File: config.mk
export PLATFORM = sky130hd
export DESIGN_NAME = pair_distance
export DESIGN_NICKNAME = d
export VERILOG_FILES = /design/src/common/filter_bank_pkg.sv /design/src/filter_lane/pair_distance.sv
export VERILOG_INCLUDE_DIRS = /design/src /design/src/common
export SDC_FILE = /design/constraint.sdc
export NUM_CORES = 2
export LEC_CHECK = 0
export ABC_AREA = 1
export BUFFER_PORTS_ARGS = -buffer_cell sky130_fd_sc_hd__buf_2
export CAP_MARGIN = 30
export CORE_ASPECT_RATIO = 1.2
export CORE_MARGIN = 4
export CORE_UTILIZATION = 40
export CTS_CLUSTER_DIAMETER = 40
export DETAILED_ROUTE_END_ITERATION = 12
export GPL_TIMING_DRIVEN = 0
export MAX_ROUTING_LAYER = met4
export PLACE_DENSITY = 0.56
export SYNTH_ARGS = -nofsm -noshare
export SYNTH_HDL_FRONTEND = slang
export SYNTH_SLANG_ARGS = --single-unit
export TNS_END_PERCENT = 10
File: constraint.sdc
create_clock -name clk -period 14.13 [get_ports clk]
set_clock_uncertainty 0.1 [all_clocks]
set_input_delay 2.826 -clock clk [delete_from_list [all_inputs] [get_ports clk]]
set_output_delay 2.826 -clock clk [all_outputs]
set_load 0.005 [all_outputs]
File: src/common/filter_bank_defs.svh
////////////////////
// Coordinates are Q7.8 signed fixed point, so the squared cutoff carries 16 fraction bits
// Buffer depth must be a power of two and match the address width
////////////////////
`ifndef FILTER_BANK_DEFS_SVH
`define FILTER_BANK_DEFS_SVH

// Number of parallel filter lanes
`define FB_NUM_LANES 4

// Signed coordinate width
`define FB_COORD_W 16

// Particle id width
`define FB_ID_W 12

// Per-lane buffer sizing
`define FB_BUF_DEPTH 16
`define FB_BUF_AW    4

// Free entries below which back-pressure rises
// Covers 2 distance stages plus the strobe already on the wires
`define FB_BP_SLACK 4

// 12.0 squared in Q7.8, i.e. 144 << 16
`define FB_CUTOFF_2 34'd9437184

`endif

File: src/common/filter_bank_pkg.sv
////////////////////
// Datapath types for the filter bank, sized from the defs header
////////////////////
`include "filter_bank_defs.svh"

package filter_bank_pkg;

	// Particle position on one axis
	typedef logic signed [`FB_COORD_W-1:0] coord_t;

	// Particle id
	typedef logic [`FB_ID_W-1:0] pid_t;

	// One extra bit so ref minus neighbor never overflows
	typedef logic signed [`FB_COORD_W:0] delta_t;

	// Sum of three squared deltas
	// Each square is at most 2^32, three of them fit in 34 bits
	typedef logic [2*`FB_COORD_W+1:0] dist2_t;

	// One bit per lane
	typedef logic [`FB_NUM_LANES-1:0] lane_mask_t;

endpackage

File: src/filter_lane/pair_distance.sv
////////////////////
// Fixed 2 cycle latency, a new pair may enter every cycle
// Pairs at or beyond the cutoff never raise acc_valid
////////////////////
`timescale 1ns/1ps
`include "filter_bank_defs.svh"

module pair_distance
(
	input  logic                    clk,
	input  logic                    arst_n,
	input  logic                    in_valid,
	input  filter_bank_pkg::pid_t   ref_id,
	input  filter_bank_pkg::pid_t   nbr_id,
	input  filter_bank_pkg::coord_t ref_x,
	input  filter_bank_pkg::coord_t ref_y,
	input  filter_bank_pkg::coord_t ref_z,
	input  filter_bank_pkg::coord_t nbr_x,
	input  filter_bank_pkg::coord_t nbr_y,
	input  filter_bank_pkg::coord_t nbr_z,
	output logic                    acc_valid,
	output filter_bank_pkg::pid_t   acc_ref_id,
	output filter_bank_pkg::pid_t   acc_nbr_id,
	output filter_bank_pkg::delta_t acc_dx,
	output filter_bank_pkg::delta_t acc_dy,
	output filter_bank_pkg::delta_t acc_dz,
	output filter_bank_pkg::dist2_t acc_r2
);
	import filter_bank_pkg::*;

	// Stage one
	logic   s1_valid;
	pid_t   s1_ref_id;
	pid_t   s1_nbr_id;
	delta_t s1_dx;
	delta_t s1_dy;
	delta_t s1_dz;

	// Stage two arithmetic
	logic signed [2*`FB_COORD_W+1:0] sq_x;
	logic signed [2*`FB_COORD_W+1:0] sq_y;
	logic signed [2*`FB_COORD_W+1:0] sq_z;
	dist2_t                          r2_sum;

	always_comb
	begin
		sq_x   = s1_dx * s1_dx; // Always non-negative
		sq_y   = s1_dy * s1_dy;
		sq_z   = s1_dz * s1_dz;
		r2_sum = dist2_t'(sq_x) + dist2_t'(sq_y) + dist2_t'(sq_z);
	end

	////////////////////
	// Valid pipeline
	////////////////////
	always_ff @(posedge clk or negedge arst_n)
	begin
		if (!arst_n)
		begin
			s1_valid  <= 1'b0;
			acc_valid <= 1'b0;
		end
		else
		begin
			s1_valid  <= in_valid;
			acc_valid <= s1_valid && (r2_sum < `FB_CUTOFF_2); // Strictly inside only
		end
	end

	////////////////////
	// Payload pipeline
	////////////////////
	always_ff @(posedge clk)
	begin
		if (in_valid)
		begin
			s1_ref_id <= ref_id;
			s1_nbr_id <= nbr_id;
			s1_dx     <= ref_x - nbr_x; // Sign extended to 17 bits
			s1_dy     <= ref_y - nbr_y;
			s1_dz     <= ref_z - nbr_z;
		end
		if (s1_valid)
		begin
			acc_ref_id <= s1_ref_id;
			acc_nbr_id <= s1_nbr_id;
			acc_dx     <= s1_dx;
			acc_dy     <= s1_dy;
			acc_dz     <= s1_dz;
			acc_r2     <= r2_sum;
		end
	end

endmodule

[Word level (Yosys, flattened, before mapping)]
Cells that the tools add are included.
Storage, ports and cells
  logic and storage cells: 23
  output and inout port bits: 110
  input port bits: 123
  register bits: 186
Operators by class
  multiply operators: 3
  reductions and logical operators: 1
  add/sub/neg operators: 5
  order comparisons: 1
Operators with widths (number)
  $mul 17x17->34: 3
  $add 34x34->34: 2
  $sub 16x16->17: 3
  $lt 34x24->1 const B: 1
  $logic_and 1x1->1: 1

[Depth between registers and ports, before layout]
  depth after elaboration: 5
  gate-level depth with buffers: 38
  depth with buffers taken out: 36

[Worst setup path before layout]
Ideal clock, no wire load.
  path type: register -> register
  from: register s1_dy[16]
  to: register acc_r2[33] (data pin)
  setup time: 0.251 ns
  arrival: 7.355 ns
  period minus slack after synthesis: 7.706 ns
  setup slack: 6.424 ns
  cell stages (with the launch flop): 30
  data required time: 13.779 ns
  path buffers: 1
  cells stage by stage: edfxtp_1 -> clkbuf_1 -> nand2_1 -> inv_1 -> fa_1 -> fa_1 -> inv_1 -> fa_1 -> inv_1 -> fa_1 -> fa_1 -> fa_1 -> fa_1 -> fa_1 -> inv_1 -> fa_1 -> inv_1 -> ha_1 -> nand2_1 -> inv_2 -> nand2_1 -> nand2_1 -> a21oi_2 -> nor2_1 -> nor2_2 -> nand2_1 -> a21oi_1 -> nand3_1 -> nand2_1 -> inv_1
Between the ends
  word-level cells in the longest chain between the ends: 3
Ends and longest elaborated chain
  start, declared: line pair_distance.sv:36  | delta_t s1_dy;
  start signal, assigned: line pair_distance.sv:80  | s1_dy <= ref_y - nbr_y;
  $mul 17x17->34: line pair_distance.sv:48  | sq_y = s1_dy * s1_dy;
  $add 34x34->34 (2 in series): line pair_distance.sv:50  | r2_sum = dist2_t'(sq_x) + dist2_t'(sq_y) + dist2_t'(sq_z);
  net r2_sum[33]: line pair_distance.sv:43  | dist2_t r2_sum;
  end signal, assigned: line pair_distance.sv:90  | acc_r2 <= r2_sum;
  end, declared: line pair_distance.sv:27  | output filter_bank_pkg::dist2_t acc_r2
The timed path passes the listed nets, and every way through them passes these cells.
A chain may end at the register's enable or synchronous reset.

[Worst setup path after layout]
  from: register s1_dz[0]
  to: register acc_valid
Between the ends
  word-level cells in the longest chain between the ends: 4
Ends and longest elaborated chain
  start, declared: line pair_distance.sv:37  | delta_t s1_dz;
  start signal, assigned: line pair_distance.sv:81  | s1_dz <= ref_z - nbr_z;
  $mul 17x17->34: line pair_distance.sv:49  | sq_z = s1_dz * s1_dz;
  $add 34x34->34: line pair_distance.sv:50
  $lt 34x24->1 (no line)
  $logic_and 1x1->1: line pair_distance.sv:66  | acc_valid <= s1_valid && (r2_sum < `FB_CUTOFF_2);
  end signal, assigned: line pair_distance.sv:66
  end, declared: line pair_distance.sv:21  | output logic acc_valid,
No other way between the ends.

==> results.toml <==
[run_status]
status = "finished, final reports clean"

[logic_synthesis]
synth_seq_cells = 186
syn_area_sq_um = 38800
ys_types = 45
synth-main-ff-cell = "edfxtp_1"
ys_seq_area_frac = 0.144
yosys-top-cells-area = "fa_1 (48%), inv_1 (14%), edfxtp_1 (14%)"
synth_nets = 5420
netlist_instances = 4108
avgSynthCellArea_sq_um = 9.45
synth_top_area_share = 0.482
ys_async_sr_fraction = 0.0108
yosysWarnings = 0
synth-edff-count = 184
yosysTopAreaCell = "fa_1"

[timing]
finalHoldViolCount = 0
rsz0062_at_grt = "no"
max-slew-margin-rel = 0.413
fin_crit_sh = 0.691
final.min_clock_period_ns = 9.77
worst_pin_slew_ns = 0.880
setup-tns-final_ns = 0
drv_slew = 0
fmax_mhz = 102
finalSetupViolCount = 0

[detailed_routing]
drcViolationCount = 0
post_drt_wl_per_cell_um = 17.9
routed_wl_um = 101000
ant_nets = 0
drt_iter0_drc = 1291
vias_per_cell = 4.60
num_vias = 25949
drtPass1Iterations = 5

[final_layout]
n_antenna_cell = 0
final_common_cell = "inv_1"
num-fill-cells = 9488
final_cell_mix = "inv_1 (1,485), fa_1 (934), nand2_1 (668)"
syn2layout_area_growth_pct = 8.94
drive_above_1_share = 0.0766
final_nets = 5674

[cts]
numCtsBuffers = 17
cts-root-buf = "clkbuf_16"
cts.sinks = 186
hold_buffers = 0
clkSlewWorstSetupHoldPaths_ns = 0.09
ctsResizeCount = 0
postCtsSetupBuffers = 0
cts_tree = "done"
htreeDepth = 4
max-clock-path-buffers = 2
worstSkewPairLatency_ns = 0.50

[placed_design]
place.gp.congestion = 0.930
hpwl_um = 89200
portBuffers = 232

[floorplanning]
die-area_sq_um = 102000
die_w_um = 292
ioPinCount = 233
core_area_sq_um = 95700
die_h_um = 349
initial_core_util = 0.406
rows = 124

[worst_hold_path]
hold_end = "acc_nbr_id[2]"
min_path_type = "reg -> reg"
min_from = "s1_nbr_id[2]"
min_path_cells = 0

[setup_path]
crit_path_top_delay_cell = "edfxtp_1"
start_kind = "flop"
cp_data_required_time_ns = 14.45
reg2regPathDepth = 30
r2r_end = "acc_valid"
regToRegSetupSlack_ns = 4.36
startpoint = "s1_dz[0]"
crit_top_cell = "fa_1"
critical_path.max_stage_delay_ns = 0.74
setup.worst_path.end_class = "flop"
cp.arrival_ns = 10.09
rr_startpoint = "s1_dz[0]"
crit_fanout = 9
critPathKind = "reg -> reg"

[grt]
antenna_found_initial = 1
grt-ovfl-total = 0
grt_use_total = 0.212
grt_max_degree = 63
grt_pass1_vias = 28293
grt_pass1_wl_um = 158000

[flow_run]
cap_violations = 0
synthesized netlist by cell type, types with 15 or more instances:
cell,instances
nand2_1,668
ha_1,255
o21ai_0,36
inv_1,1485
fa_1,934
nand2_2,16
xnor2_1,30
clkbuf_1,101
a21oi_1,72
edfxtp_1,184
xor2_1,63
nor2_1,90
nand3_1,46
nand4_1,15
worst max-delay path by stage:
stage          cells after the start  slack [ns]    endpoint
6_report                          30        4.36   acc_valid
5_1_grt                           30        3.88   acc_valid
4_1_cts                           30        4.35   acc_valid
3_5_place_dp                      30        4.37   acc_valid
3_3_place_gp                      30        4.35   acc_valid
2_1_floorplan                     29        6.42  acc_r2[33]
layer usage:
| metal | share of wire | wire [um] | vias up | global-route usage |
|---|---|---|---|---|
| li1 | - | - | 12012 | - |
| met1 | 0.37 | 37600 | 13253 | 0.248 |
| met4 | 0.039 | 3940 | 0 | 0.0756 |
| met3 | 0.045 | 4520 | 139 | 0.0245 |
| met2 | 0.54 | 54900 | 545 | 0.380 |
| met5 | 0 | 0 | - | - |
worst max-delay path, delay by kind of cell, from the launching register on:
kind                       cells  cell delay, ns
DFF                            1            0.74
and+or+nand+nor               10            1.79
buffers and inverters          8            1.53
adders and majority gates     10            4.98
AOI/OAI and AO/OA              2            0.53
through the flow:
step / setup slack (ns) / hold WS [ns] / instance area (sq um) / utilization / std cells
floorplan: 6.42 / 0.300 / 38800 / - / 4108
global placement: 4.35 / 0.301 / 41600 / 0.434 / 5600
detailed placement: 4.37 / 0.305 / 41600 / 0.435 / 5603
CTS: 4.35 / 0.326 / 42300 / 0.442 / 5635
global route: 3.88 / 0.331 / 42300 / 0.442 / 5635
finish: 4.36 / 0.326 / 42300 / 0.442 / 5635
sequential cells by signal, indices dropped and copies added, names as in the netlist, 17 cells and up:
| name | cells |
|---|---|
| s1_dx | 17 |
| s1_dz | 17 |
| acc_dz | 17 |
| acc_dy | 17 |
| acc_dx | 17 |
| s1_dy | 17 |
| acc_r2 | 34 |
area by class of cell:
type,instances,area (sq um),share of cell area
clock inverters,15,218,0.00515
flip-flops and latches,186,5580,0.132
well taps,1260,1580,0.0373
repair buffers,235,1250,0.0295
inverters,1496,5620,0.133
clock buffers,17,425,0.0101
plain buffers,106,398,0.00941
multi-input cells,2320,27200,0.644
logic make-up after synthesis:
group	synth area share
buffers and inverters	0.155
xor gates and xnor gates	0.0214
AOI/OAI and AO/OA	0.0230
adders and majority gates	0.564
DFF	0.144
and+or+nand+nor	0.0933
Power is not shown: default switching activity piles up to over one toggle a cycle in this logic, so the estimate is an artifact.
