==> src/common/filter_bank_defs.svh <==
////////////////////
// Coordinates are Q7.8 signed fixed point, so the squared cutoff carries 16 fraction bits
// Buffer depth must be a power of two and match the address width
////////////////////
`ifndef FILTER_BANK_DEFS_SVH
`define FILTER_BANK_DEFS_SVH

// Number of parallel filter lanes
`define FB_NUM_LANES 4

// Signed coordinate width
`define FB_COORD_W 16

// Particle id width
`define FB_ID_W 12

// Per-lane buffer sizing
`define FB_BUF_DEPTH 16
`define FB_BUF_AW    4

// Free entries below which back-pressure rises
// Covers 2 distance stages plus the strobe already on the wires
`define FB_BP_SLACK 4

// 12.0 squared in Q7.8, i.e. 144 << 16
`define FB_CUTOFF_2 34'd9437184

`endif

==> src/common/filter_bank_pkg.sv <==
////////////////////
// Datapath types for the filter bank, sized from the defs header
////////////////////
`include "filter_bank_defs.svh"

package filter_bank_pkg;

	// Particle position on one axis
	typedef logic signed [`FB_COORD_W-1:0] coord_t;

	// Particle id
	typedef logic [`FB_ID_W-1:0] pid_t;

	// One extra bit so ref minus neighbor never overflows
	typedef logic signed [`FB_COORD_W:0] delta_t;

	// Sum of three squared deltas
	// Each square is at most 2^32, three of them fit in 34 bits
	typedef logic [2*`FB_COORD_W+1:0] dist2_t;

	// One bit per lane
	typedef logic [`FB_NUM_LANES-1:0] lane_mask_t;

endpackage

==> src/filter_lane/pair_buffer.sv <==
////////////////////
// Writes arriving while full are dropped, so the source must honor back_pressure
// Read data changes only on a pop and holds otherwise
////////////////////
`timescale 1ns/1ps
`include "filter_bank_defs.svh"

module pair_buffer
(
	input  logic                    clk,
	input  logic                    arst_n,
	input  logic                    wr_valid,
	input  filter_bank_pkg::pid_t   wr_ref_id,
	input  filter_bank_pkg::pid_t   wr_nbr_id,
	input  filter_bank_pkg::delta_t wr_dx,
	input  filter_bank_pkg::delta_t wr_dy,
	input  filter_bank_pkg::delta_t wr_dz,
	input  filter_bank_pkg::dist2_t wr_r2,
	input  logic                    pop,
	output logic                    available,
	output logic                    back_pressure,
	output filter_bank_pkg::pid_t   rd_ref_id,
	output filter_bank_pkg::pid_t   rd_nbr_id,
	output filter_bank_pkg::delta_t rd_dx,
	output filter_bank_pkg::delta_t rd_dy,
	output filter_bank_pkg::delta_t rd_dz,
	output filter_bank_pkg::dist2_t rd_r2
);
	import filter_bank_pkg::*;

	// Storage, one array per field
	pid_t   mem_ref_id [`FB_BUF_DEPTH];
	pid_t   mem_nbr_id [`FB_BUF_DEPTH];
	delta_t mem_dx     [`FB_BUF_DEPTH];
	delta_t mem_dy     [`FB_BUF_DEPTH];
	delta_t mem_dz     [`FB_BUF_DEPTH];
	dist2_t mem_r2     [`FB_BUF_DEPTH];

	logic [`FB_BUF_AW-1:0] wr_ptr;
	logic [`FB_BUF_AW-1:0] rd_ptr;
	logic [`FB_BUF_AW:0]   count;   // One extra bit to hold the full value
	logic                  full;
	logic                  do_wr;
	logic                  do_rd;

	assign full          = (count == `FB_BUF_DEPTH);
	assign available     = (count != '0);
	assign do_wr         = wr_valid && !full;
	assign do_rd         = pop && available;
	assign back_pressure = (count > (`FB_BUF_DEPTH - `FB_BP_SLACK)); // Free below slack

	////////////////////
	// Pointers and count
	////////////////////
	always_ff @(posedge clk or negedge arst_n)
	begin
		if (!arst_n)
		begin
			wr_ptr <= '0;
			rd_ptr <= '0;
			count  <= '0;
		end
		else
		begin
			if (do_wr)
				wr_ptr <= wr_ptr + 1'b1; // Wraps at the power-of-two depth
			if (do_rd)
				rd_ptr <= rd_ptr + 1'b1;
			case ({do_wr, do_rd})
				2'b10:   count <= count + 1'b1;
				2'b01:   count <= count - 1'b1;
				default: count <= count; // Both or neither
			endcase
		end
	end

	// Storage write and registered read
	always_ff @(posedge clk)
	begin
		if (do_wr)
		begin
			mem_ref_id[wr_ptr] <= wr_ref_id;
			mem_nbr_id[wr_ptr] <= wr_nbr_id;
			mem_dx[wr_ptr]     <= wr_dx;
			mem_dy[wr_ptr]     <= wr_dy;
			mem_dz[wr_ptr]     <= wr_dz;
			mem_r2[wr_ptr]     <= wr_r2;
		end
		if (do_rd)
		begin
			rd_ref_id <= mem_ref_id[rd_ptr];
			rd_nbr_id <= mem_nbr_id[rd_ptr];
			rd_dx     <= mem_dx[rd_ptr];
			rd_dy     <= mem_dy[rd_ptr];
			rd_dz     <= mem_dz[rd_ptr];
			rd_r2     <= mem_r2[rd_ptr];
		end
	end

endmodule

==> config.mk <==
export PLATFORM = sky130hd
export DESIGN_NAME = pair_buffer
export DESIGN_NICKNAME = d
export VERILOG_FILES = /design/src/common/filter_bank_pkg.sv /design/src/filter_lane/pair_buffer.sv
export VERILOG_INCLUDE_DIRS = /design/src /design/src/common
export SDC_FILE = /design/constraint.sdc
export NUM_CORES = 2
export LEC_CHECK = 0
export BUFFER_PORTS_ARGS = -buffer_cell sky130_fd_sc_hd__buf_2
export CAP_MARGIN = 5
export CORE_ASPECT_RATIO = 1.4
export CORE_MARGIN = 4
export CORE_UTILIZATION = 40
export CTS_CLUSTER_SIZE = 25
export DETAILED_ROUTE_END_ITERATION = 10
export PLACE_DENSITY = 0.59
export SYNTH_ARGS = -nofsm -noshare
export SYNTH_HDL_FRONTEND = slang
export SYNTH_SLANG_ARGS = --single-unit
==> constraint.sdc <==
create_clock -name clk -period 17.7 [get_ports clk]
set_clock_uncertainty 0.15 [all_clocks]
set_input_delay 2.655 -clock clk [delete_from_list [all_inputs] [get_ports clk]]
set_output_delay 2.655 -clock clk [all_outputs]
set_load 0.02 [all_outputs]
After elaboration in Yosys (flattened, before gate mapping)
Memories as Yosys holds them, arrays and structs flattened. A register that Yosys moved wholly into a read port is not among the register bits.
Cells that the tools add are included.

storage, ports and cells
  word-level logic and storage cells = 25
  memories kept = 6
  bits in latches = 0
  RAM bits = 1744
  register bits = 13
  input bits = 113
  bits in read-only memories = 0

memory list
  name        words  width  read ports  clocked after memory_dff  wr ports  RTL line           text
  mem_r2      16     34     1           1                         1         pair_buffer.sv:37  dist2_t mem_r2 [`FB_BUF_DEPTH];
  mem_dx      16     17     1           1                         1         pair_buffer.sv:34  delta_t mem_dx [`FB_BUF_DEPTH];
  mem_dy      16     17     1           1                         1         pair_buffer.sv:35  delta_t mem_dy [`FB_BUF_DEPTH];
  mem_dz      16     17     1           1                         1         pair_buffer.sv:36  delta_t mem_dz [`FB_BUF_DEPTH];
  mem_nbr_id  16     12     1           1                         1         pair_buffer.sv:33  pid_t mem_nbr_id [`FB_BUF_DEPTH];
  mem_ref_id  16     12     1           1                         1         pair_buffer.sv:32  pid_t mem_ref_id [`FB_BUF_DEPTH];

operators by class
  equality and inequality tests = 3
  order comparisons = 1
  reductions and logical operators = 5
  shift-type cells = 0
  div/mod/pow operators = 0
  bitwise gates (word level) = 0
  $add $sub $neg = 4
  multiply operators = 0
  muxes and demuxes = 3

operators by type and width
  operator                                                                          number
  5-bit case mux with 2 select lines                                                1
  4-bit by 1-bit adder with 4-bit output (second input constant)                    2
  5-bit by 1-bit adder with 5-bit output (second input constant)                    1
  5-bit == test (second input constant)                                             1
  5-bit by 4-bit greater-than comparator with 1-bit output (second input constant)  1
  5-bit nonzero test                                                                1
  5-bit by 1-bit subtractor with 5-bit output (second input constant)               1
  2-bit by 1-bit == test with 1-bit output (second input constant)                  1
  2-bit == test (second input constant)                                             1
  1-bit logical AND                                                                 2
  1-bit two-way mux                                                                 2
  2-bit nonzero test                                                                1
  1-bit zero test                                                                   1

Depth between registers and ports, before layout
  depth after elaboration = 5
  gate-level depth with buffers = 9
  depth with buffers taken out = 9

Worst setup path before layout
No wires, ideal clock.

  path type = input to register
  from = in wr_valid
  to = mem mem_dx[3][0] (netlist bit), enable pin
  buffers on the path = 0
  data required time = 16840 ps
  setup slack = 6324 ps
  setup time = 710 ps
  cell stages on the path = 3
  arrival = 10516 ps
  cell sequence = a21boi_2 > nand2_1 > nor3_1

on the way
  cells in the longest elaborated chain, start to end = 3

RTL lines
  element                                  RTL line           text
  start, declared                          pair_buffer.sv:12  input logic wr_valid,
  1-bit logical AND                        pair_buffer.sv:48  assign do_wr = wr_valid && !full;
  1-bit two-way mux                        pair_buffer.sv:80  if (do_wr)
  1-bit two-way mux (not written as such)  pair_buffer.sv:84  mem_dx[wr_ptr] <= wr_dx;
  end, declared                            pair_buffer.sv:34

Every way passes these cells.

Worst setup path in the final report
  from = in wr_valid
  to = mem mem_dz[9][9] (netlist bit), enable pin

on the way
  cells in the longest elaborated chain, start to end = 3

RTL lines
  element                                  RTL line           text
  1-bit logical AND                        pair_buffer.sv:48
  1-bit two-way mux                        pair_buffer.sv:80
  1-bit two-way mux (not written as such)  pair_buffer.sv:86  mem_dz[wr_ptr] <= wr_dz;
  end, declared                            pair_buffer.sv:36

Every way passes these cells.

==> impl_metrics.ini <==
[die]
core_area_um2 = 176000
start_util_pct = 40.2
rows = 182
ioPinCount = 224
die_h_um = 505
dieWidth_um = 363
die-area_um2 = 183000

[run]
cap_violations = 0

[yosys]
ys_ff_latch = 1866
postSynthCellCount = 3322
yosysWarnings = 0
synthFlopType = edfxtp_1
syn_area_um2 = 70500
mappedNetlistNets = 3445
synth_top_area_share_pct = 78.9
synth_edf_count = 1853
yosysUniqueCellTypes = 34
ys_seq_area_share_pct = 79.3
syn_area_per_cell_um2 = 21.2
synth_area_leaders = edfxtp_1 (79%), mux4_2 (7.0%), mux2i_1 (6.2%), a221oi_1 (2.7%), a22oi_1 (1.2%)
synthArstFlopShare_pct = 0.697
yosys.area.top_type = edfxtp_1

[clocking]
cts_sinks = 1866
cts_resized = 0
cts_root_buf = clkbuf_16
cts_max_level = 4
cts_buffer_depth = 3
numCtsBuffers = 174
clk_latency_ns = 0.82
cts_tree = done
cts_hold_repair.buffers = 0
path_clk_slew_ns = 0.06
postCtsSetupBuffers = 0

[global_route]
first_global_vias = 34504
gr-total-overflow = 0
antenna_found_initial = 53
grt_pass1_wl_um = 246000
grt_max_degree = 134
grt_usage_pct = 18.4

[pwr]
vdd_drop_max_v = 0.000135
clockPowerShare_pct = 27.9
power_frac_comb_pct = 27.9
power_switching_mw = 4.19
switching_share_pct = 32.1
p_per_area_nw_per_um2 = 164
p_leak_nw = 26.2
pwr-share-seq_pct = 44.3
p_int_mw = 8.85
finalPower_mw = 13.0

[detailed_routing]
drc = 0
drtPass1Iterations = 5
drt.antenna.violating_nets = 0
dr.first_iter.drc_count = 2878
via_per_inst = 5.54
via_count = 33623
wl_per_cell_um = 28.1
wl_um = 170000

[timing]
slew_headroom_pct = 20.6
max_freq_mhz = 171
setup_tns_ns = 0
worstMarginPinSlew_ns = 1.19
setup_viol = 0
rsz0062_at_grt = no
finalHoldViolCount = 0
fin_crit_sh_pct = 33.1
final_max_slew_viol_count = 0
min_period_ns = 5.86

[critical_path]
worstPathMaxFanout = 53
critPathLaunchType = input port
crit_type = in2reg
end_kind = flip-flop
cp.arrival_ns = 6.14
critPathRequiredTime_ns = 17.99

[worst_hold_path]
min_path_type = reg2reg

[cells_and_area]
layout-drive-gt1-share_pct = 20.4
multi_input_area_um2 = 13600
final_common_cell = edfxtp_1
fillerInstances = 14612
layout.nets = 3724
ff_latch_area_um2 = 56000
final_cell_mix = edfxtp_1 (1853), mux2i_1 (437), buf_2 (223)
area_delta_synth_final_pct = 13.0
final_util_pct = 45.4

[place]
numPortBuffers = 223
place_congestion = 0.705
dp.final_hpwl_um = 86600

[status]
status = completed
-- layer usage --
layer / global-route usage, % / part of all wire (%)
met1: 24.2 / 41
met2: 30.8 / 50
met3: 4.23 / 6.1
met4: 5.45 / 2.5
met5: 0 / 0.13
-- worst paths after layout --
path                       cells past startpoint  slack, ns      endpoint       from
min in group asynchronous                      1       1.62      count[3]     arst_n
max in group asynchronous                      1      15.44     rd_ptr[0]     arst_n
max reg2reg                                    6      13.00      rd_dz[2]  rd_ptr[1]
min                                            1       0.38      count[4]   count[4]
max                                            6      11.84  mem_dz[9][9]   wr_valid
min reg2reg                                    1       0.38      count[4]   count[4]
-- state kept, by name, summed over array words and instances, names as in the netlist, 34 cells and up --
register / flops
rd_r2: 34
mem_dx: 272
mem_ref_id: 192
mem_dz: 272
mem_r2: 544
mem_nbr_id: 192
mem_dy: 272
-- power groups by stage --
| stage | clock network, mW | registers, mW | logic [mW] |
|---|---|---|---|
| after detailed placement | 0 | 5.88 | 3.72 |
| after global routing | 3.91 | 5.82 | 3.93 |
| after global placement | 0 | 5.87 | 3.71 |
| after CTS | 3.73 | 5.79 | 3.73 |
| final | 3.63 | 5.77 | 3.64 |
| after floorplan | 0 | 5.96 | 2.43 |
-- stage by stage --
stage | area [um2] | hold WS [ns] | setup slack [ns] | std cells
after detailed placement | 74100 | 0.367 | 10.86 | 5725
after global routing | 79700 | 0.416 | 11.62 | 6054
after CTS | 79700 | 0.381 | 11.74 | 6048
after floorplan | 70500 | 0.336 | 6.32 | 3322
final | 79700 | 0.377 | 11.84 | 6069
after global placement | 74100 | 0.361 | 10.79 | 5725
-- area by class of cell --
cell class | instances | share of cell area (%)
flip-flops and latches | 1866 | 70.2
multi-input cells | 1268 | 17.0
clock buffers | 224 | 5.70
well taps | 2300 | 3.61
repair buffers | 286 | 2.12
clock inverters | 99 | 1.25
diodes | 21 | 0.0659
inverters | 5 | 0.0298
-- cells by family (layout without fill, tap and decap cells) --
group	count (synthesis)	after routing	share of synthesized area, %
DFF	1866	1866	79.3
AOI/OAI and AO/OA	446	446	4.73
and+or+nand+nor	145	145	0.814
muxes	657	657	13.2
xor gates and xnor gates	10	10	0.124
buffers and inverters	188	614	1.61
adders and majority gates	10	10	0.188
other	0	21	0
-- Yosys cell counts (2+ instances only) --
master,instances
mux2i_1,437
nor3_1,4
a221oi_1,218
inv_1,4
edfxtp_1,1853
buf_4,35
mux4_2,218
a21o_1,2
a21oi_1,2
buf_6,38
xnor2_1,8
a22oi_1,109
nand2b_1,2
xor2_1,2
buf_1,15
dfrtp_1,13
ha_1,9
nor2b_1,2
clkbuf_1,84
nor2_1,13
o21ai_0,112
buf_2,11
nand2_1,120
-- worst max-delay path: stages --
cell      delay [ns]
buf_2           0.07
a21boi_2        0.46
nand2_1         0.35
nor2_4          0.83
buf_4           0.98
buf_4           0.69
No activity file was read; power rests on OpenSTA's default activity.
