`config.mk`:
```
export PLATFORM = sky130hd
export DESIGN_NAME = pair_selector
export DESIGN_NICKNAME = d
export VERILOG_FILES = /design/src/common/filter_bank_pkg.sv /design/src/hw/pair_selector.sv
export VERILOG_INCLUDE_DIRS = /design/src /design/src/common
export SDC_FILE = /design/constraint.sdc
export NUM_CORES = 1
export LEC_CHECK = 0
export BUFFER_PORTS_ARGS = -buffer_cell sky130_fd_sc_hd__buf_2
export CAP_MARGIN = 20
export CORE_AREA = 10 10 205 207
export DETAILED_ROUTE_END_ITERATION = 10
export DIE_AREA = 0 0 215 217
export PLACE_DENSITY_LB_ADDON = 0.25
export RECOVER_POWER = 50
export SETUP_SLACK_MARGIN = 0.02
export SLEW_MARGIN = 20
export SYNTH_ARGS = -nofsm -noshare
export SYNTH_HDL_FRONTEND = slang
export SYNTH_SLANG_ARGS = --single-unit
```
`constraint.sdc`:
```
create_clock -name clk -period 1.9 [get_ports clk]
set_clock_uncertainty 0.05 [all_clocks]
set_input_delay 0.38 -clock clk [delete_from_list [all_inputs] [get_ports clk]]
set_output_delay 0.38 -clock clk [all_outputs]
set_load 0.005 [all_outputs]
```
`src/common/filter_bank_defs.svh`:
```
////////////////////
// Coordinates are Q7.8 signed fixed point, so the squared cutoff carries 16 fraction bits
// Buffer depth must be a power of two and match the address width
////////////////////
`ifndef FILTER_BANK_DEFS_SVH
`define FILTER_BANK_DEFS_SVH

// Number of parallel filter lanes
`define FB_NUM_LANES 4

// Signed coordinate width
`define FB_COORD_W 16

// Particle id width
`define FB_ID_W 12

// Per-lane buffer sizing
`define FB_BUF_DEPTH 16
`define FB_BUF_AW    4

// Free entries below which back-pressure rises
// Covers 2 distance stages plus the strobe already on the wires
`define FB_BP_SLACK 4

// 12.0 squared in Q7.8, i.e. 144 << 16
`define FB_CUTOFF_2 34'd9437184

`endif

```
`src/common/filter_bank_pkg.sv`:
```
////////////////////
// Datapath types for the filter bank, sized from the defs header
////////////////////
`include "filter_bank_defs.svh"

package filter_bank_pkg;

	// Particle position on one axis
	typedef logic signed [`FB_COORD_W-1:0] coord_t;

	// Particle id
	typedef logic [`FB_ID_W-1:0] pid_t;

	// One extra bit so ref minus neighbor never overflows
	typedef logic signed [`FB_COORD_W:0] delta_t;

	// Sum of three squared deltas
	// Each square is at most 2^32, three of them fit in 34 bits
	typedef logic [2*`FB_COORD_W+1:0] dist2_t;

	// One bit per lane
	typedef logic [`FB_NUM_LANES-1:0] lane_mask_t;

endpackage

```
`src/hw/pair_selector.sv`:
```
////////////////////
// Ids hold their last value while idle, the numeric fields return to zero
////////////////////
`timescale 1ns/1ps
`include "filter_bank_defs.svh"

module pair_selector
(
	input  logic                                         clk,
	input  logic                                         arst_n,
	input  filter_bank_pkg::lane_mask_t                  grant,
	input  filter_bank_pkg::pid_t   [`FB_NUM_LANES-1:0]  lane_ref_id,
	input  filter_bank_pkg::pid_t   [`FB_NUM_LANES-1:0]  lane_nbr_id,
	input  filter_bank_pkg::delta_t [`FB_NUM_LANES-1:0]  lane_dx,
	input  filter_bank_pkg::delta_t [`FB_NUM_LANES-1:0]  lane_dy,
	input  filter_bank_pkg::delta_t [`FB_NUM_LANES-1:0]  lane_dz,
	input  filter_bank_pkg::dist2_t [`FB_NUM_LANES-1:0]  lane_r2,
	output logic                                         out_valid,
	output filter_bank_pkg::pid_t                        out_ref_id,
	output filter_bank_pkg::pid_t                        out_nbr_id,
	output filter_bank_pkg::delta_t                      out_dx,
	output filter_bank_pkg::delta_t                      out_dy,
	output filter_bank_pkg::delta_t                      out_dz,
	output filter_bank_pkg::dist2_t                      out_r2
);
	import filter_bank_pkg::*;

	localparam int LW = (`FB_NUM_LANES > 1) ? $clog2(`FB_NUM_LANES) : 1;

	lane_mask_t    grant_q;  // Lines up with the buffer read register
	logic [LW-1:0] sel_idx;

	// One-hot to index
	always_comb
	begin
		sel_idx = '0;
		for (int i = 0; i < `FB_NUM_LANES; i++)
			if (grant_q[i])
				sel_idx = LW'(i);
	end

	always_ff @(posedge clk or negedge arst_n)
	begin
		if (!arst_n)
		begin
			grant_q   <= '0;
			out_valid <= 1'b0;
		end
		else
		begin
			grant_q   <= grant;
			out_valid <= |grant_q; // Single cycle per pop
		end
	end

	////////////////////
	// Output registers
	////////////////////
	always_ff @(posedge clk)
	begin
		if (|grant_q)
		begin
			out_ref_id <= lane_ref_id[sel_idx];
			out_nbr_id <= lane_nbr_id[sel_idx];
			out_dx     <= lane_dx[sel_idx];
			out_dy     <= lane_dy[sel_idx];
			out_dz     <= lane_dz[sel_idx];
			out_r2     <= lane_r2[sel_idx];
		end
		else
		begin
			out_dx <= '0;
			out_dy <= '0;
			out_dz <= '0;
			out_r2 <= '0;
		end
	end

endmodule

```
* Word-level counts from Yosys, hierarchy flattened *
Cells that the tools add are included.

cells by class
  $lt $le $gt $ge = 1
  muxes and demuxes = 15
  reduce and logical (&&, ||, !) cells = 1

operator list
  kind                  count
  $bmux W17 S2          3
  $bmux W34 S2          1
  $mux W17              3
  $bmux W12 S2          2
  $mux W34              1
  $mux W12              2
  $mux W2               2
  $reduce_or A4 Y1      1
  $lt A2 B3 Y1 const B  1
  $mux W1               1

word-level totals
  flip-flop bits (word level) = 114
  input port bits = 442
  output and inout bits = 110
  logic and storage cells = 25

* Longest topological paths before layout *
Gate-level depths: netlist of run 1.

  depth in word-level cells = 5
  gate-level depth with buffers = 6
  depth with buffers taken out = 3

* Worst setup path before layout of run 1 *
OpenSTA, ideal clock, no wires.

  path kind = reg2reg
  start point = register grant_q[2]
  end point = register out_nbr_id[0], enable pin
  library setup time = 0.361 ns
  data arrival time = 1.493 ns
  required time = 1.489 ns
  path slack = -0.004 ns
  stages on the path, launching flop included = 6
  buffers on the path = 3
  clock period less this slack = 1.904 ns
  path through = dfrtp_1 -> buf_2 -> nor4_4 -> buf_2 -> buf_4 -> inv_1

between the ends
  word-level cells in the longest chain between the ends = 1

RTL lines
  element                 line                 RTL
  start, declared         pair_selector.sv:30  lane_mask_t grant_q;
  start signal, assigned  pair_selector.sv:51  grant_q <= grant;
  $reduce_or A4 Y1        pair_selector.sv:61  if (|grant_q)
  end signal, assigned    pair_selector.sv:64  out_nbr_id <= lane_nbr_id[sel_idx];
  end, declared           pair_selector.sv:20  output filter_bank_pkg::pid_t out_nbr_id,

Every way passes these cells.
A chain may end at the register's enable or synchronous reset.

* Worst setup path after layout of run 1 *
  start point = register grant_q[1]
  end point = register out_dz[7]

between the ends
  word-level cells in the longest chain between the ends = 5
  elaborated cells on any way between the ends = 6
  those cells by class = mux: 5; reduce/logical: 1

RTL lines
  element                         line                 RTL
  $mux W1                         pair_selector.sv:38  if (grant_q[i])
  $mux W2 (2 in series)           pair_selector.sv:38
  $bmux W17 S2                    pair_selector.sv:67  out_dz <= lane_dz[sel_idx];
  $mux W17 (not written as such)  pair_selector.sv:67
  end signal, assigned            pair_selector.sv:67
  end, declared                   pair_selector.sv:23  output filter_bank_pkg::delta_t out_dz,

Parallel ways exist; a longest one is shown, timed or not. The select of a mux whose other input is x is not followed.

==> results.toml, run 1 <==
[global_routing]
grt_pass1_wl_mm = 47.6
antenna_found_initial = 2
grt.total_usage_pct = 13.3
grt_max_degree = 88
grt_pass1_vias = 7648
grt_overflow = 0

[detailed_routing]
via_per_inst = 4.02
drt_pass1_iterations = 4
drtIter0Drc = 279
wl_per_cell_um = 19.3
drcViolationCount = 0
routed_wl_mm = 32.9
vias = 6868
ant_nets = 0

[logic_synthesis]
yosysSeqAreaShare_pct = 39.6
synth_nets = 1081
synth-seq-cells = 114
synth_most_common_cell = "nand2_1"
syn_area_per_cell_um2 = 10.1
synthFlopType = "dfxtp_1"
synth_top_area_share_pct = 26.4
synth_edf_count = 24
ys_warn_count = 0
synth_area_leaders = "dfxtp_1, mux2_2, mux2i_1"
syn_inst = 639
yosysTopAreaCell = "dfxtp_1"
async_reset_ff_share_pct = 4.39
syn_area_um2 = 6440
ys_top_cells_by_count = "nand2_1, o31ai_1, mux2_2, mux2i_1, dfxtp_1"
ys_types = 19

[power]
power.leakage_uw = 0.00480
power_density_nw_per_um2 = 735
comb_power_share_pct = 20.6
switching_share_pct = 25.7
power_uw = 7570
intPower_uw = 5620
p_sw_uw = 1940
clkPwrFrac_pct = 42.4
seq_power_share_pct = 37.0
ir_drop_uv = 594

[worst_setup_path]
crit_path_end_kind = "register"
crit_fanout = 9
cpPeakStageDelay_ns = 0.56
slowest_stage = "dfrtp_4"
setup.worst_path.start_class = "register"
cp_num_buf_inv = 2
path_class = "register to register"
critPathTopFamily = "flip-flops"
arrival_ns = 1.95
cp_cell_sequence = "nor4_4 > buf_4 > clkbuf_1 > o31ai_1"
cp.required_ns = 2.13

[clock_tree]
clock-root-buffer = "clkbuf_16"
cts_htree_levels = 4
cts_tree = "yes"
clk_pin_slew_ns = 0.05
cts_sinks = 114
cts_buffers = 17
clockBufferDepth = 2
clk_latency_ns = 0.42

[sta]
slew_headroom_pct = 58.0
rsz0062_at_grt = "false"
fin_ws_ns = 0.179
min_period_ns = 1.72
setup_tns_ns = 0
finalHoldViolCount = 0
worst_pin_slew_ns = 0.630
post-route-period-util_pct = 90.6
setup_viol = 0
fmax_mhz = 581
maxSlewViolCount = 0

[cells_and_area]
syn_to_final_growth_pct = 59.9
drive_above_1_share_pct = 48.9
diodes = 0
layout.nets = 1620

[placed_design]
post-dp-hpwl_mm = 27.5
place_congestion = 0.846
place_ws_ns = 0.201
portBuffers = 551

[status]
outcome = "complete, no violations"

[flow_run]
drv_cap = 0

[floorplanning]
die_height_um = 217
initial_core_util_pct = 16.9
dieArea_um2 = 46700
io_pins = 552
rows = 72
die_width_um = 215
core_um2 = 38100

[hold_path]
min_path_type = "input port to register"
[power by group through the flow]
stage | Combinational, uW | Sequential, uW | Clock [uW]
floorplan | 703 | 2860 | 0
finish | 1560 | 2800 | 3200
CTS | 1660 | 2800 | 3350
global route | 1720 | 2830 | 3440
global placement | 1640 | 2850 | 0
detailed placement | 1640 | 2850 | 0
[placed cells by master, fill, tap and decap left out, drive strengths merged, types with 2 or more instances in the layout]
master	count
nor2b	23
clkbuf	141
nand2	110
mux2i	86
nor3	23
o21a	23
clkinv	2
edfxtp	24
mux2	86
dfrtp	5
dlygate4sd3	4
dfxtp	85
buf	464
o31ai	108
[layer usage]
metal  GRT usage [%]  up-vias  part of all wire (%)
li1                -     3416                     -
met1            14.4     3154                    39
met2            24.4      287                    53
met3            4.59       11                   7.0
met4            3.43        0                   1.0
met5               0        -                     0
[stage by stage]
stage,utilization (%),hold WS [ns],cells,cell area (um2)
after floorplan,-,0.0344,639,6440
after global routing,27.0,0.0231,1707,10300
final,27.0,0.0582,1707,10300
after detailed placement,25.8,0.202,1673,9830
after CTS,27.4,0.00174,1707,10500
after global placement,25.8,0.201,1673,9830
[cell families (layout without fill, tap and decap cells)]
| group | count (synthesis) | after routing | share of synthesized area [%] |
|---|---|---|---|
| buffers and inverters | 63 | 613 | 5.85 |
| flip-flops | 114 | 114 | 39.6 |
| AND/OR/NAND/NOR | 158 | 158 | 10.8 |
| AO/OA/AOI/OAI | 132 | 132 | 15.4 |
| multiplexers | 172 | 172 | 28.4 |
[path summary, 6_finish.rpt]
path / start / end / slack, ns / cells after the start
worst max-delay path: grant_q[1]$_DFF_PN0_ / out_dz[7]$_SDFF_PN0_ / 0.18 / 4
max in group asynchronous: arst_n / grant_q[3]$_DFF_PN0_ / 1.05 / 2
worst min register to register: grant_q[0]$_DFF_PN0_ / out_r2[13]$_SDFF_PN0_ / 0.66 / 2
worst max register to register: grant_q[1]$_DFF_PN0_ / out_dz[7]$_SDFF_PN0_ / 0.18 / 4
min in group asynchronous: arst_n / grant_q[0]$_DFF_PN0_ / 0.39 / 2
worst min-delay path: grant[1] / grant_q[1]$_DFF_PN0_ / 0.06 / 1
[registers in the layout (all words and copies together) (netlist names)]
register    count
out_nbr_id     12
out_r2         34
out_dz         17
out_ref_id     12
out_dy         17
out_dx         17
out_valid       1
grant_q         4
[cell type report]
type / count / area (um2)
Multi-Input combinational cell: 462 / 3510
Clock buffer: 27 / 546
Timing Repair Buffer: 582 / 2980
Clock inverter: 3 / 40.0
Fill cell: 4255 / 27800
Sequential cell: 114 / 2560
Inverter: 1 / 7.51
Tap cell: 518 / 648
[what timing repair did]
item	4_1_cts	5_1_grt
setup buffers	0	0
resized for setup	0	0
hold buffers	4	0
endpoints found under the hold margin	8	0
endpoints found under the setup margin	0	0
(Power assumes the default switching activity.)
==> inputs of run 2 (changes only) <==
CORE_AREA = 10 10 204 206   (was 10 10 205 207)
DIE_AREA = 0 0 214 216   (was 0 0 215 217)
GPL_TIMING_DRIVEN = 0   (was unset)
clock period = 2.21 ns   (was 1.9 ns; I/O delays follow)
==> run 2 against run 1 <==
Sequential share of layout area down 0.16 points. Utilization up 0.56 points. Critical endpoint is now out_ref_id[9]$_DFFE_PP_. Flip-flop and latch count did not move. Clock power fell by 12%. Largest cell class unchanged. Power is 12% lower. Critical path depth increased by 1. Largest power group unchanged. Fmax decreased by 14%. Worst setup slack better by 0.026 ns.
==> results.toml, run 2 (synthesis gave the netlist of run 1 again) <==
[placed_design]
portBuffers = 551
post-dp-hpwl_mm = 30.6
post-place-cells = 1701
place_ws_ns = -0.291
place_congestion = 0.897

[power]
p_sw_uw = 1780
seq_power_share_pct = 36.1
clkPwrFrac_pct = 42.7
power_density_nw_per_um2 = 642
switching_share_pct = 26.8
intPower_uw = 4850
comb_power_share_pct = 21.3
power.leakage_uw = 0.00485
ir_drop_uv = 489

[worst_setup_path]
crit_fanout = 10
cp.required_ns = 2.32
path_class = "register to register"
worstReg2RegEnd = "out_ref_id[9]$_DFFE_PP_"
endpoint = "out_ref_id[9]$_DFFE_PP_"
setup.worst_path.start_class = "register"
rrSetupSlack_ns = 0.21
arrival_ns = 2.12
r2r-start = "grant_q[1]$_DFF_PN0_"
r2r_cells = 5
crit_path_end_kind = "register"
critPathLaunch = "grant_q[1]$_DFF_PN0_"

[cells_and_area]
fin_cells = 1735
nFillCells = 4170
largest-register = "out_r2"
final_cell_mix = "buf_2, clkbuf_1, nand2_1"
drive_above_1_share_pct = 48.5
syn_to_final_growth_pct = 60.2
diodes = 0
layout_commonest_cell = "buf_2"
largest_reg_flops = 34
layout.nets = 1654

[global_routing]
grt_pass1_vias = 7894
grt_overflow = 0
grt_pass1_wl_mm = 52.6
antenna_found_initial = 1
grt_max_degree = 26
grt.total_usage_pct = 15.2

[clock_tree]
clk_latency_ns = 0.42
cts_htree_levels = 4
clk_pin_slew_ns = 0.06
cts_tree = "yes"
clock-root-buffer = "clkbuf_16"
cts_sinks = 114
cts_buffers = 17
clockBufferDepth = 2

[floorplanning]
io_pins = 552
core_um2 = 37400
rows = 71
die_width_um = 214
die_height_um = 216
dieArea_um2 = 46200
initial_core_util_pct = 17.2

[sta]
post-route-period-util_pct = 90.7
holdWs_ns = 0.0756
min_period_ns = 2.00
rsz0062_at_grt = "false"
setup_viol = 0
worst_pin_slew_ns = 0.767
setup_tns_ns = 0
slew_headroom_pct = 48.9
fin_ws_ns = 0.205
fmax_mhz = 499
finalHoldViolCount = 0
maxSlewViolCount = 0

[detailed_routing]
wl_per_cell_um = 21.3
drcViolationCount = 0
via_per_inst = 4.14
ant_nets = 0
drt_pass1_iterations = 5
vias = 7176
routed_wl_mm = 36.9
drtIter0Drc = 439

[hold_path]
min_path_type = "input port to register"
whs_path_depth = 1

[status]
outcome = "complete, no violations"

[flow_run]
drv_cap = 0
## run 2: changes by cell type in the layout (fill, tap and decap cells not counted), sizes merged
| cell | delta |
|---|---|
| buf | +9 |
| bufinv | +1 |
| clkbuf | +27 |
| clkinv | +1 |
| clkinvlp | -1 |
| dlygate4sd3 | -3 |
| inv | +1 |
## run 2: critical path: stages, from the launching register on
cell,delay (ns)
dfrtp_1,0.47
buf_6,0.27
buf_6,0.23
nand2_1,0.17
clkbuf_2,0.27
o21a_1,0.25
## run 2: layout make-up
cell class                      count  area, um2  share of cell area [%]
Buffer                             62        375                    3.64
Clock buffer                       26        509                    4.94
Clock inverter                      5       75.1                   0.728
Inverter                            1       6.26                  0.0607
Multi-Input combinational cell    462       3510                    34.1
Sequential cell                   114       2550                    24.7
Tap cell                          511        639                    6.20
Timing Repair Buffer              554       2650                    25.7
## run 2: metrics by stage
step | total power (uW) | cell area [um2] | util, %
6_report | 6620 | 10300 | 27.6
3_3_place_gp | 3900 | 9840 | 26.3
4_1_cts | 6800 | 10500 | 28.0
2_1_floorplan | 3060 | 6440 | -
3_5_place_dp | 3900 | 9840 | 26.3
5_1_grt | 6960 | 10300 | 27.6
## run 2: power groups by stage
stage	clock [uW]	combinational (uW)	sequential, uW
6_report	2830	1410	2390
5_1_grt	3010	1550	2400
4_1_cts	2930	1490	2380
3_5_place_dp	0	1480	2430
3_3_place_gp	0	1480	2420
2_1_floorplan	0	604	2460
## run 2: worst min-delay path by stage
stage | end | from
floorplan | grant_q[0]$_DFF_PN0_ | arst_n
detailed placement | grant_q[1]$_DFF_PN0_ | arst_n
global route | grant_q[1]$_DFF_PN0_ | grant[1]
CTS | grant_q[2]$_DFF_PN0_ | grant[2]
finish | grant_q[2]$_DFF_PN0_ | grant[2]
global placement | grant_q[1]$_DFF_PN0_ | arst_n
## run 2: repair_timing
action | CTS | global route
pin swaps | 1 | 0
gates cloned | 0 | 0
endpoints found under the hold margin | 5 | 0
hold buffers | 1 | 0
buffers inserted | 2 | 0
gates resized for setup | 5 | 1
setup endpoints to repair | 46 | 2
## run 2: routing by layer
metal  GRT usage, %  up-vias  wire length [um]
li1               -     3485                 -
met1           17.0     3351             14800
met2           27.2      321             18900
met3           5.19       19              2710
met4           3.31        0               412
met5              0        -                 0
==> inputs of run 3 (changes only) <==
PLACE_DENSITY = 0.55   (was unset)
PLACE_DENSITY_LB_ADDON = unset   (was 0.25)
==> run 3 against run 2 <==
Clock-buffer cell count down 2. Critical path depth unchanged. Register-to-register slack worse by 0.09 ns.
==> results.toml, run 3 (synthesis gave the netlist of run 1 again) <==
[worst_setup_path]
crit_fanout = 10
cp.required_ns = 2.33
setup.worst_path.start_class = "register"
arrival_ns = 2.21
path_class = "register to register"
crit_path_end_kind = "register"

[cells_and_area]
largest-register = "out_r2"
drive_above_1_share_pct = 48.9
layout.nets = 1657
diodes = 0
syn_to_final_growth_pct = 60.9
largest_reg_flops = 34
final_cell_mix = "buf_2, clkbuf_1, nand2_1"
layout_commonest_cell = "buf_2"

[sta]
worst_pin_slew_ns = 0.674
setup_tns_ns = 0
finalHoldViolCount = 0
fmax_mhz = 478
setup_viol = 0
maxSlewViolCount = 0
min_period_ns = 2.09
post-route-period-util_pct = 94.7
slew_headroom_pct = 55.1
rsz0062_at_grt = "false"

[detailed_routing]
via_per_inst = 4.22
routed_wl_mm = 37.3
ant_nets = 0
drtIter0Drc = 441
wl_per_cell_um = 21.5
drt_pass1_iterations = 5
vias = 7332
drcViolationCount = 0

[placed_design]
portBuffers = 551
place_congestion = 0.916
post-dp-hpwl_mm = 31.3

[power]
ir_drop_uv = 500
power_uw = 6560
power_density_nw_per_um2 = 634
power.leakage_uw = 0.00486

[clock_tree]
cts_sinks = 114
cts_htree_levels = 4
clk_latency_ns = 0.42
clk_pin_slew_ns = 0.06
clock-root-buffer = "clkbuf_16"
cts_buffers = 17
clockBufferDepth = 2
cts_tree = "yes"

[flow_run]
drv_cap = 0

[floorplanning]
io_pins = 552
die_width_um = 214
die_height_um = 216
rows = 71
dieArea_um2 = 46200
initial_core_util_pct = 17.2
core_um2 = 37400

[hold_path]
min_path_type = "input port to register"

[global_routing]
grt_overflow = 0
grt.total_usage_pct = 15.4
grt_pass1_wl_mm = 53.2
grt_max_degree = 17
grt_pass1_vias = 8045
antenna_found_initial = 1

[status]
outcome = "complete, no violations"
-- run 3: cell count changes in the layout (fill, tap and decap cells not counted), sizes merged --
cell and change:
bufinv -1, clkinvlp +3, buf +3, clkdlybuf4s18 +1
clkinv +2, clkbuf -4
-- run 3: critical path, cell delays in order (launching register included) --
cell      delay, ns
dfrtp_1        0.42
buf_6          0.24
buf_6          0.27
nand2_1        0.27
clkbuf_2       0.32
o21a_1         0.24
-- run 3: layer usage --
layer / GRT usage [%] / wire length, um / up-vias
li1: - / - / 3498
met1: 16.9 / 14600 / 3437
met2: 26.8 / 18700 / 360
met3: 5.66 / 3110 / 37
met4: 5.40 / 926 / 0
met5: 0 / 0 / -
-- run 3: worst paths after layout --
path                            slack, ns                       end            startpoint  cells past startpoint
max in group asynchronous            1.35       out_valid$_DFF_PN0_                arst_n                      2
min in group asynchronous            0.43      grant_q[3]$_DFF_PN0_                arst_n                      2
worst min-delay path                 0.07      grant_q[3]$_DFF_PN0_              grant[3]                      1
worst min register to register       0.83     out_r2[33]$_SDFF_PN0_  grant_q[0]$_DFF_PN0_                      3
worst max-delay path                 0.12  out_ref_id[10]$_DFFE_PP_  grant_q[1]$_DFF_PN0_                      5
worst max register to register       0.12  out_ref_id[10]$_DFFE_PP_  grant_q[1]$_DFF_PN0_                      5
-- run 3: area by class of cell --
type	instances	area, um2
Inverter	1	7.51
Fill cell	4136	27000
Sequential cell	114	2550
Clock inverter	8	72.6
Buffer	62	393
Timing Repair inverter	1	7.51
Clock buffer	24	504
Multi-Input combinational cell	462	3520
Timing Repair Buffer	556	2670
Tap cell	511	639
-- run 3: what timing repair did --
action | in CTS | in global routing
cloned | 1 | 0
gates resized for setup | 11 | 5
hold buffers | 1 | 0
pin swaps | 1 | 0
setup buffers | 1 | 3
endpoints found under the hold margin | 5 | 0
setup endpoints to repair | 54 | 26
-- run 3: stage by stage --
| stage | hold WS [ns] | cells | setup WS (ns) | cell area, um2 | util (%) |
|---|---|---|---|---|---|
| after floorplan | 0.0964 | 639 | 0.306 | 6440 | - |
| after global placement | 0.255 | 1701 | -0.609 | 9840 | 26.3 |
| after detailed placement | 0.257 | 1701 | -0.660 | 9840 | 26.3 |
| after CTS | 0.0346 | 1736 | 0.0234 | 10500 | 28.0 |
| after global routing | 0.0373 | 1739 | 0.0459 | 10400 | 27.7 |
| final | 0.0698 | 1739 | 0.116 | 10400 | 27.7 |
-- run 3: where the power goes --
group	switching, uW	total, uW	internal, uW	leakage [uW]
logic	708	1430	718	0.00355
clock network	1040	2750	1700	0.000285
registers	60.2	2390	2330	0.00103
total	1810	6560	4760	0.00486
